### src/hw/blit_geom_pkg.sv
package blit_geom_pkg;

    // Width of one bus word as seen on the enqueue and dequeue data ports
    localparam int word_bits = 32;

    // Pixel counts on the strobes cover 0 to 16 pixels, which is one word
    // at the smallest depth
    localparam int count_bits = 5;

    // Fill level and free space cover 0 to 32 pixels, the deepest ring
    localparam int level_bits = 6;

    // Every lane holds this many bus words worth of its own pixels.
    // The entry count of a lane follows from it, so the rings scale together
    localparam int ring_words = 2;

endpackage

### src/hw/blit_pixel_pkg.sv
package blit_pixel_pkg;

    // Pixel depth selected by the blitter's color mode register
    typedef enum logic [1:0] {
        mode_2bpp  = 2'd0,
        mode_4bpp  = 2'd1,
        mode_8bpp  = 2'd2,
        mode_16bpp = 2'd3
    } color_mode_t;

    // One bus word seen as pixels of each supported depth.
    // The ranges ascend so that pixel 0 lands in the most significant bits,
    // which is the order the fetch unit delivers them in
    typedef union packed {
        logic [0:blit_geom_pkg::word_bits/2-1][1:0]   px2;
        logic [0:blit_geom_pkg::word_bits/4-1][3:0]   px4;
        logic [0:blit_geom_pkg::word_bits/8-1][7:0]   px8;
        logic [0:blit_geom_pkg::word_bits/16-1][15:0] px16;
    } pixel_word_t;

endpackage

### src/hw/blit_pixel_lane.sv
`timescale 1ns/1ps

module blit_pixel_lane #(
    parameter int bpp = 2
) (
    input  logic                                    CLK,
    input  logic                                    RESET_n,
    input  logic                                    CLEAR,
    input  logic                                    ENQUEUE,
    input  logic [blit_geom_pkg::count_bits-1:0]    ENQUEUE_COUNT,
    input  blit_pixel_pkg::pixel_word_t             ENQUEUE_DATA,
    input  logic                                    DEQUEUE,
    input  logic [blit_geom_pkg::count_bits-1:0]    DEQUEUE_COUNT,
    output blit_pixel_pkg::pixel_word_t             DEQUEUE_DATA
);

    localparam int cnt_w    = blit_geom_pkg::count_bits;
    localparam int ppw      = blit_geom_pkg::word_bits / bpp;
    localparam int entries  = blit_geom_pkg::ring_words * ppw;
    localparam int ptr_bits = $clog2(entries);

    // Pixel storage, one entry per pixel
    logic [bpp-1:0]      ring [entries];

    logic [ptr_bits-1:0] wr_ptr;
    logic [ptr_bits-1:0] rd_ptr;

    // Each pixel slot of a word sits at a fixed distance from the pointer.
    // The entry count is a power of two so the sum wraps by itself
    logic [ptr_bits-1:0] wr_slot [ppw];
    logic [ptr_bits-1:0] rd_slot [ppw];

    logic [bpp-1:0]      in_px  [ppw];
    logic [bpp-1:0]      out_px [ppw];

    blit_pixel_pkg::pixel_word_t rd_word;

    // Pick the view of the bus word that matches this lane's depth
    generate
        case (bpp)
            2: begin : g_px2
                always_comb begin
                    for (int i = 0; i < ppw; i++) begin
                        in_px[i]       = ENQUEUE_DATA.px2[i];
                        rd_word.px2[i] = out_px[i];
                    end
                end
            end
            4: begin : g_px4
                always_comb begin
                    for (int i = 0; i < ppw; i++) begin
                        in_px[i]       = ENQUEUE_DATA.px4[i];
                        rd_word.px4[i] = out_px[i];
                    end
                end
            end
            8: begin : g_px8
                always_comb begin
                    for (int i = 0; i < ppw; i++) begin
                        in_px[i]       = ENQUEUE_DATA.px8[i];
                        rd_word.px8[i] = out_px[i];
                    end
                end
            end
            default: begin : g_px16
                always_comb begin
                    for (int i = 0; i < ppw; i++) begin
                        in_px[i]        = ENQUEUE_DATA.px16[i];
                        rd_word.px16[i] = out_px[i];
                    end
                end
            end
        endcase
    endgenerate

    always_comb begin
        for (int i = 0; i < ppw; i++) begin
            wr_slot[i] = wr_ptr + ptr_bits'(i);
            rd_slot[i] = rd_ptr + ptr_bits'(i);
        end
    end

    // The whole word is read every time, the caller only uses the
    // first DEQUEUE_COUNT pixels of it
    always_comb begin
        for (int i = 0; i < ppw; i++) begin
            out_px[i] = ring[rd_slot[i]];
        end
    end

    // Only the first ENQUEUE_COUNT pixels of the word are stored
    always_ff @(posedge CLK) begin
        if (ENQUEUE && !CLEAR) begin
            for (int i = 0; i < ppw; i++) begin
                if (cnt_w'(i) < ENQUEUE_COUNT) begin
                    ring[wr_slot[i]] <= in_px[i];
                end
            end
        end
    end

    // Truncating the count to the pointer width is the modulo of the ring
    always_ff @(posedge CLK or negedge RESET_n) begin
        if (!RESET_n) begin
            wr_ptr <= '0;
            rd_ptr <= '0;
        end else if (CLEAR) begin
            wr_ptr <= '0;
            rd_ptr <= '0;
        end else begin
            if (ENQUEUE) begin
                wr_ptr <= wr_ptr + ptr_bits'(ENQUEUE_COUNT);
            end
            if (DEQUEUE) begin
                rd_ptr <= rd_ptr + ptr_bits'(DEQUEUE_COUNT);
            end
        end
    end

    // The ring write lands on the same edge, so a dequeue here sees only
    // pixels that were stored before it
    always_ff @(posedge CLK or negedge RESET_n) begin
        if (!RESET_n) begin
            DEQUEUE_DATA <= '0;
        end else if (DEQUEUE && !CLEAR) begin
            DEQUEUE_DATA <= rd_word;
        end
    end

endmodule

### src/hw/blit_fill_counter.sv
`timescale 1ns/1ps

module blit_fill_counter (
    input  logic                                    CLK,
    input  logic                                    RESET_n,
    input  logic                                    CLEAR,
    input  blit_pixel_pkg::color_mode_t             CLRM,
    input  logic                                    ENQUEUE,
    input  logic [blit_geom_pkg::count_bits-1:0]    ENQUEUE_COUNT,
    input  logic                                    DEQUEUE,
    input  logic [blit_geom_pkg::count_bits-1:0]    DEQUEUE_COUNT,
    output logic [blit_geom_pkg::level_bits-1:0]    AVAIL_COUNT,
    output logic [blit_geom_pkg::level_bits-1:0]    FREE_COUNT
);

    localparam int lvl_w     = blit_geom_pkg::level_bits;
    localparam int ring_bits = blit_geom_pkg::ring_words * blit_geom_pkg::word_bits;

    logic [lvl_w-1:0] enq_amount;
    logic [lvl_w-1:0] deq_amount;
    logic [lvl_w-1:0] capacity;

    // An idle strobe contributes nothing, so both can be summed every cycle
    always_comb begin
        enq_amount = ENQUEUE ? lvl_w'(ENQUEUE_COUNT) : '0;
        deq_amount = DEQUEUE ? lvl_w'(DEQUEUE_COUNT) : '0;
    end

    always_ff @(posedge CLK or negedge RESET_n) begin
        if (!RESET_n) begin
            AVAIL_COUNT <= '0;
        end else if (CLEAR) begin
            AVAIL_COUNT <= '0;
        end else begin
            AVAIL_COUNT <= AVAIL_COUNT + enq_amount - deq_amount;
        end
    end

    // Capacity in pixels is the ring size in bits over the pixel depth
    always_comb begin
        case (CLRM)
            blit_pixel_pkg::mode_2bpp: begin
                capacity = lvl_w'(ring_bits / 2);
            end
            blit_pixel_pkg::mode_4bpp: begin
                capacity = lvl_w'(ring_bits / 4);
            end
            blit_pixel_pkg::mode_8bpp: begin
                capacity = lvl_w'(ring_bits / 8);
            end
            default: begin
                capacity = lvl_w'(ring_bits / 16);
            end
        endcase
    end

    // CLRM only moves together with a clear, so this never goes negative
    // while the caller respects the counts
    assign FREE_COUNT = capacity - AVAIL_COUNT;

endmodule

### src/hw/blit_fifo.sv
`timescale 1ns/1ps

module blit_fifo (
    input  logic                                    CLK,
    input  logic                                    RESET_n,

    input  blit_pixel_pkg::color_mode_t             CLRM,
    input  logic                                    CLEAR,

    input  logic                                    ENQUEUE,
    input  logic [blit_geom_pkg::count_bits-1:0]    ENQUEUE_COUNT,
    input  logic [blit_geom_pkg::word_bits-1:0]     ENQUEUE_DATA,

    input  logic                                    DEQUEUE,
    input  logic [blit_geom_pkg::count_bits-1:0]    DEQUEUE_COUNT,

    output logic [blit_geom_pkg::word_bits-1:0]     DEQUEUE_DATA2,
    output logic [blit_geom_pkg::word_bits-1:0]     DEQUEUE_DATA4,
    output logic [blit_geom_pkg::word_bits-1:0]     DEQUEUE_DATA8,
    output logic [blit_geom_pkg::word_bits-1:0]     DEQUEUE_DATA16,
    output logic [blit_geom_pkg::level_bits-1:0]    AVAIL_COUNT,
    output logic [blit_geom_pkg::level_bits-1:0]    FREE_COUNT
);

    blit_pixel_pkg::pixel_word_t enq_word;
    blit_pixel_pkg::pixel_word_t deq_word2;
    blit_pixel_pkg::pixel_word_t deq_word4;
    blit_pixel_pkg::pixel_word_t deq_word8;
    blit_pixel_pkg::pixel_word_t deq_word16;

    assign enq_word       = ENQUEUE_DATA;
    assign DEQUEUE_DATA2  = deq_word2;
    assign DEQUEUE_DATA4  = deq_word4;
    assign DEQUEUE_DATA8  = deq_word8;
    assign DEQUEUE_DATA16 = deq_word16;

    // All four lanes track the same stream, the writer picks the output
    // that matches the current color mode
    blit_pixel_lane #(.bpp(2)) lane_2 (
        .CLK           (CLK),
        .RESET_n       (RESET_n),
        .CLEAR         (CLEAR),
        .ENQUEUE       (ENQUEUE),
        .ENQUEUE_COUNT (ENQUEUE_COUNT),
        .ENQUEUE_DATA  (enq_word),
        .DEQUEUE       (DEQUEUE),
        .DEQUEUE_COUNT (DEQUEUE_COUNT),
        .DEQUEUE_DATA  (deq_word2)
    );

    blit_pixel_lane #(.bpp(4)) lane_4 (
        .CLK           (CLK),
        .RESET_n       (RESET_n),
        .CLEAR         (CLEAR),
        .ENQUEUE       (ENQUEUE),
        .ENQUEUE_COUNT (ENQUEUE_COUNT),
        .ENQUEUE_DATA  (enq_word),
        .DEQUEUE       (DEQUEUE),
        .DEQUEUE_COUNT (DEQUEUE_COUNT),
        .DEQUEUE_DATA  (deq_word4)
    );

    blit_pixel_lane #(.bpp(8)) lane_8 (
        .CLK           (CLK),
        .RESET_n       (RESET_n),
        .CLEAR         (CLEAR),
        .ENQUEUE       (ENQUEUE),
        .ENQUEUE_COUNT (ENQUEUE_COUNT),
        .ENQUEUE_DATA  (enq_word),
        .DEQUEUE       (DEQUEUE),
        .DEQUEUE_COUNT (DEQUEUE_COUNT),
        .DEQUEUE_DATA  (deq_word8)
    );

    blit_pixel_lane #(.bpp(16)) lane_16 (
        .CLK           (CLK),
        .RESET_n       (RESET_n),
        .CLEAR         (CLEAR),
        .ENQUEUE       (ENQUEUE),
        .ENQUEUE_COUNT (ENQUEUE_COUNT),
        .ENQUEUE_DATA  (enq_word),
        .DEQUEUE       (DEQUEUE),
        .DEQUEUE_COUNT (DEQUEUE_COUNT),
        .DEQUEUE_DATA  (deq_word16)
    );

    // The fill level is shared, counts are in pixels whatever the depth
    blit_fill_counter fill_counter (
        .CLK           (CLK),
        .RESET_n       (RESET_n),
        .CLEAR         (CLEAR),
        .CLRM          (CLRM),
        .ENQUEUE       (ENQUEUE),
        .ENQUEUE_COUNT (ENQUEUE_COUNT),
        .DEQUEUE       (DEQUEUE),
        .DEQUEUE_COUNT (DEQUEUE_COUNT),
        .AVAIL_COUNT   (AVAIL_COUNT),
        .FREE_COUNT    (FREE_COUNT)
    );

endmodule

### config.mk
export PLATFORM = sky130hd
export DESIGN_NAME = blit_fifo
export DESIGN_NICKNAME = d
export VERILOG_FILES = /design/src/hw/blit_geom_pkg.sv /design/src/hw/blit_pixel_pkg.sv /design/src/hw/blit_pixel_lane.sv /design/src/hw/blit_fill_counter.sv /design/src/hw/blit_fifo.sv
export SDC_FILE = /design/constraint.sdc
export NUM_CORES = 2
export LEC_CHECK = 0
export ABC_AREA = 1
export CAP_MARGIN = 30
export CELL_PAD_IN_SITES_DETAIL_PLACEMENT = 1
export CELL_PAD_IN_SITES_GLOBAL_PLACEMENT = 2
export CORE_MARGIN = 2
export CORE_UTILIZATION = 35
export CTS_CLUSTER_DIAMETER = 200
export CTS_CLUSTER_SIZE = 40
export DETAILED_ROUTE_END_ITERATION = 6
export DONT_BUFFER_PORTS = 1
export MAX_ROUTING_LAYER = met4
export PLACE_DENSITY = 0.9
export SLEW_MARGIN = 20
export SYNTH_ARGS = -nofsm -noshare
export SYNTH_HDL_FRONTEND = slang
export SYNTH_SLANG_ARGS = --single-unit
### constraint.sdc
create_clock -name CLK -period 5.1 [get_ports CLK]
set_clock_uncertainty 0.2 [all_clocks]
set_input_delay 0.255 -clock CLK [delete_from_list [all_inputs] [get_ports CLK]]
set_output_delay 0.255 -clock CLK [all_outputs]
set_load 0.03 [all_outputs]
; Word level (Yosys, flattened, before mapping)
; Memory sizes are Yosys's and may differ from the RTL's. A register that Yosys moved wholly into a read port is not among the register bits.
; Cells that the tools add are included.
[word_totals]
mem_bits_rw = 256
regBits = 34
word_cells = 198
output_inout_bits = 140
mem_count = 4
inputBits = 49
[mem_list]
columns = memory, words, word_bits, read_ports, rd_ports_with_merged_regs, wr, line
row1 = lane_16.ring, 4, 16, 2, 2, 2, blit_pixel_lane.sv:23  ; logic [bpp-1:0] ring [entries];
row2 = lane_2.ring, 32, 2, 16, 16, 16, blit_pixel_lane.sv:23
row3 = lane_4.ring, 16, 4, 8, 8, 8, blit_pixel_lane.sv:23
row4 = lane_8.ring, 8, 8, 4, 4, 4, blit_pixel_lane.sv:23
[classes]
n_lt_le_gt_ge = 16
reduce_logical = 36
eq_ne = 2
n_addsub = 63
mux = 68
[op_table]
columns = cell, n
row1 = $add 5x4->5 const B, 16
row2 = $mux 1, 48
row3 = $add 5x3->5 const B, 8
row4 = $lt 4x5->1 const A, 8
row5 = $add 4x3->4 const B, 8
row6 = $logic_not 1->1, 31
row7 = $mux 5, 6
row8 = $add 5x2->5 const B, 4
row9 = $lt 3x5->1 const A, 4
row10 = $pmux 6 s3, 1
row11 = $add 4x2->4 const B, 4
row12 = $mux 4, 4
row13 = $add 3x2->3 const B, 4
row14 = $mux 3, 4
row15 = $sub 6x6->6, 2
row16 = $add 5x1->5 const B, 2
row17 = $add 5x5->5, 2
row18 = $lt 1x5->1 const A, 2
row19 = $lt 2x5->1 const A, 2
row20 = $add 4x1->4 const B, 2
row21 = $add 4x4->4, 2
row22 = $mux 2, 4
row23 = $add 3x1->3 const B, 2
row24 = $add 3x3->3, 2
row25 = other kinds (9), 13

; Depth between registers and ports, before layout
[logic_depth]
ltp_word = 4
ltp_mapped = 28
depth_no_buf = 27

; By module
; Synthesis repeated with hierarchy kept, for this count alone.
[unflattened]
cells_unflattened = 9414
hier_area_um2 = 52044.9
[by_module_without_submodules]
columns = module, cells_per_inst, area_each_um2, seq_area_each_um2, n_inst
row1 = blit_pixel_lane (lane_2), 4929, 24189.4, 2972.9, 1
row2 = blit_pixel_lane (lane_4), 2315, 12943.7, 2922.8, 1
row3 = blit_pixel_lane (lane_8), 1247, 8119.0, 2872.8, 1
row4 = blit_pixel_lane (lane_16), 813, 5990.7, 2822.7, 1
row5 = blit_fill_counter, 110, 802.0, 150.1, 1

; Worst setup path before layout
; Ideal clock, no wire load.
[synth_timing]
path_kind = register to register
from = register lane_2.wr_ptr[2]
to = memory lane_2.ring[160][1], in the netlist lane_2.ring[20][1] (data pin)
period_less_slack_ns = 3.592
t_arrival_ns = 3.140
setup_slack_ns = 1.508
setup_time_ns = 0.252
required_ns = 4.648
path_stages_with_launch = 25
n_path_buf = 4
cell_sequence = dfrtp_1 > buf_2 > inv_1 > buf_1 > ha_1 > clkbuf_1 > clkinv_1 > buf_1 > nand3_1 > nor2_1 > inv_1 > o21ai_0 > inv_1 > nand2_1 > nand2_1 > nand2_1 > nand2_1 > nand2_1 > nand2_1 > nand2_1 > nand2_1 > nand2_1 > nand2_1 > nand2_1 > nand2_1
[synth_lines]
columns = element, line
row1 = from (decl), blit_pixel_lane.sv:25  ; logic [ptr_bits-1:0] wr_ptr;
row2 = from (signal assigned), blit_pixel_lane.sv:112  ; wr_ptr <= wr_ptr + ptr_bits'(ENQUEUE_COUNT);
row3 = to (decl), blit_pixel_lane.sv:23

==> results.cfg <==
[run_status]
status = finished, violations left
failed_checks = design-rule violations, negative hold slack

[clock_tree]
clock_sinks = 418
cts_tree = done
clockBufferDepth = 3
cts-root-buf = clkbuf_16
cts_made_buffers = 16
clock_latency_ns = 0.68
htreeDepth = 1
clk_pin_slew_worst_paths_ns = 0.21

[pwr]
switching_share_pct = 54.1
p_sw_w = 0.00780
clockPowerShare_pct = 14.1
seqPwrFrac_pct = 36.9
vdd_drop_max_mv = 0.233
power_density_nw_per_um2 = 274
internal-power_w = 0.00662
comb_power_share_pct = 49.1
leakagePower_nw = 22.5

[logic_synthesis]
syn_area_per_cell_um2 = 5.68
synth_edf_count = 256
async_flop_share_pct = 38.8
ys_seq_area_share_pct = 24.4
synth-seq-cells = 418
synthCells = 8473
yosysWarnings = 0
syn-num-nets = 8599
synth_flop_cell = edfxtp_1
netlist_area_um2 = 48200
synth_cell_types = 59

[global_route]
antenna_found_initial = 51
grt_util_all_layers_pct = 49.0
grt_pass1_wl_mm = 476
overflow = 0
grt_pass1_vias = 62900
grt_max_degree = 163

[routing]
drt_iter0_markers = 8656
num_vias = 65100
m1WireLength_mm = 123
highest_layer = met4
dr.pass1.iters = 7
routedWlPerCell_um = 33.6
ant_nets = 0
wl_met3_mm = 39.8
drcViolationCount = 2
wl_met2_mm = 143
wl_mm = 345
viasPerCell = 6.35

[critical_path]
start_kind = primary input
path_class = primary input to register
path_max_fanout = 16
worstReg2RegStart = lane_2.wr_ptr[3]$_DFFE_PN0P_
end_kind = register
crit_path_start = CLEAR
required_ns = 5.37
crit_arrival_ns = 5.29
r2r_cells = 23

[placement]
place_area_um2 = 50400
dpl.hpwl_mm = 240
dp_cells = 10100
dp_slack_ns = 0.455
place_congestion = 1.12
portBuffers = 0

[final_layout]
area_growth_pct = 9.14
register_area_um2 = 11700
fin_util_pct = 38.4
mostFrequentLayoutCells = 2439 x nand2_1, 1134 x inv_1, 1082 x o21ai_0
fin_area_um2 = 52600
final_layout_size_suffix_gt1_share_pct = 4.54
multiInputGateArea_um2 = 30300
fin_cells = 10300
fillerInstances = 18800
nets = 8515
final_common_cell = nand2_1

[timing]
relSlewSlack_pct = 17.4
whs_ns = -0.00934
slew_viol_final = 0
worst_slew_pin_slew_ns = 1.23
clock.fmax_ghz = 0.199
period_share_pct = 98.3
hold_viol_final = 1
setup_viol = 0
layout_setup_ws_ns = 0.0869
rsz0062_at_grt = no
fin_crit_ns = 5.01
setup_tns_ns = 0

[die]
io_pins = 189
start_util_pct = 35.2
rows = 136
coreArea_um2 = 137000
die-width_um = 375
die-height_um = 375
die-area_um2 = 141000

[min_path]
hp-class = primary input to register
hold_start = ENQUEUE_DATA[12]
hold_depth = 8

[job]
drv_cap = 0
-- kinds of logic after synthesis --
group | Yosys count | synth area share, %
muxes | 10 | 0.208
and+or+nand+nor | 4018 | 33.3
buffers and inverters | 1630 | 12.8
DFF | 418 | 24.4
xor gates and xnor gates | 69 | 1.34
AOI/OAI and AO/OA | 2251 | 25.7
adders and majority gates | 77 | 2.17
-- stage by stage --
stage	hold slack, ns	power, W
finish	-0.00934	0.0144
global route	0.0231	0.0149
CTS	0.00000910	0.0140
detailed placement	-0.234	0.0117
global placement	-0.235	0.0115
floorplan	-0.241	0.00908
-- power groups by stage --
stage / Clock [W] / Combinational, W / Sequential [W]
CTS: 0.00202 / 0.00665 / 0.00531
detailed placement: 0 / 0.00630 / 0.00539
global route: 0.00210 / 0.00741 / 0.00536
global placement: 0 / 0.00616 / 0.00537
finish: 0.00203 / 0.00707 / 0.00532
floorplan: 0 / 0.00397 / 0.00510
-- flip-flops by register name (all words and copies together), names as in the netlist --
register / count
lane_2.ring: 64
lane_8.rd_ptr: 3
fill_counter.AVAIL_COUNT: 6
lane_16.ring: 64
lane_4.DEQUEUE_DATA: 32
lane_8.DEQUEUE_DATA: 32
lane_2.rd_ptr: 5
lane_4.wr_ptr: 4
lane_2.wr_ptr: 5
lane_8.ring: 64
lane_16.DEQUEUE_DATA: 32
lane_4.ring: 64
lane_16.wr_ptr: 2
lane_8.wr_ptr: 3
lane_4.rd_ptr: 4
lane_2.DEQUEUE_DATA: 32
lane_16.rd_ptr: 2
-- critical path, stage by stage --
cell	delay, ns
dlygate4sd3_1	0.76
inv_1	0.22
nand2_2	0.18
inv_2	0.33
nand2_1	0.50
nor2_2	0.31
nand2_1	0.47
nor2_1	0.74
inv_1	0.14
nand3_1	0.13
nand2_1	0.06
nand2_1	0.06
a21oi_1	0.06
o21bai_1	0.14
nand2_1	0.07
nand2_1	0.06
nand2_1	0.04
nand2_1	0.05
nand2_1	0.04
nand2_1	0.04
dlygate4sd3_1	0.54
nand2_1	0.05
-- worst paths after layout --
check                      slack, ns                                  end
min in group asynchronous       0.27  lane_4.DEQUEUE_DATA[12]$_DFFE_PN0P_
setup / recovery                0.09         lane_2.ring[27][0]$_DFFE_PP_
hold / removal                -0.009         lane_2.ring[11][0]$_DFFE_PP_
setup reg to reg                0.24         lane_2.ring[11][1]$_DFFE_PP_
hold reg to reg                 0.37  lane_16.DEQUEUE_DATA[0]$_DFFE_PN0P_
max in group asynchronous       3.65         lane_2.wr_ptr[3]$_DFFE_PN0P_
-- per-layer routing --
metal,global-route usage [%],up-vias
met5,-,-
met4,44.3,0
met3,15.0,1693
met2,70.5,4430
met1,54.4,31400
li1,-,27600
-- repair_timing --
item                                    in CTS  in global routing
resized for setup                            0                  8
hold endpoints to repair                   474                  1
endpoints found under the setup margin       0                 11
hold buffers                                95                  1
buffers inserted                             0                  2
-- synthesized netlist by cell type, types with 7 or more instances --
library cell / n / area [um2]
nand2_1: 2439 / 9160
inv_1: 1155 / 4340
o21ai_0: 1085 / 5430
nor2_1: 1019 / 3820
a21oi_1: 634 / 3170
clkbuf_1: 373 / 1400
nand3_1: 342 / 1710
edfxtp_1: 256 / 7690
dfrtp_1: 162 / 4050
a31oi_1: 127 / 795
o211ai_1: 117 / 878
o22ai_1: 80 / 500
nor3_1: 70 / 350
ha_1: 66 / 826
o221ai_1: 64 / 561
xor2_1: 61 / 534
nor4_1: 55 / 344
nand4_1: 42 / 263
o21ai_1: 41 / 205
inv_2: 31 / 116
nor2_2: 24 / 150
buf_1: 22 / 82.6
buf_2: 20 / 100
clkinv_1: 19 / 71.3
a2111oi_0: 18 / 158
a211oi_1: 18 / 135
a221oi_1: 16 / 140
a22oi_1: 11 / 82.6
fa_1: 11 / 220
o2111ai_1: 11 / 96.3
mux2i_1: 10 / 100
buf_4: 9 / 67.6
o21bai_1: 7 / 52.6
-- final cells by class --
| cell class | instances | share of cell area [%] |
|---|---|---|
| Sequential cell | 418 | 22.4 |
| Inverter | 1205 | 8.61 |
| Tap cell | 1794 | 4.27 |
| Antenna cell | 71 | 0.338 |
| Multi-Input combinational cell | 6425 | 57.6 |
| Clock inverter | 7 | 0.231 |
| Timing Repair Buffer | 323 | 5.75 |
| Clock buffer | 21 | 0.838 |
Note: power is estimated with default switching activity, not from simulation.
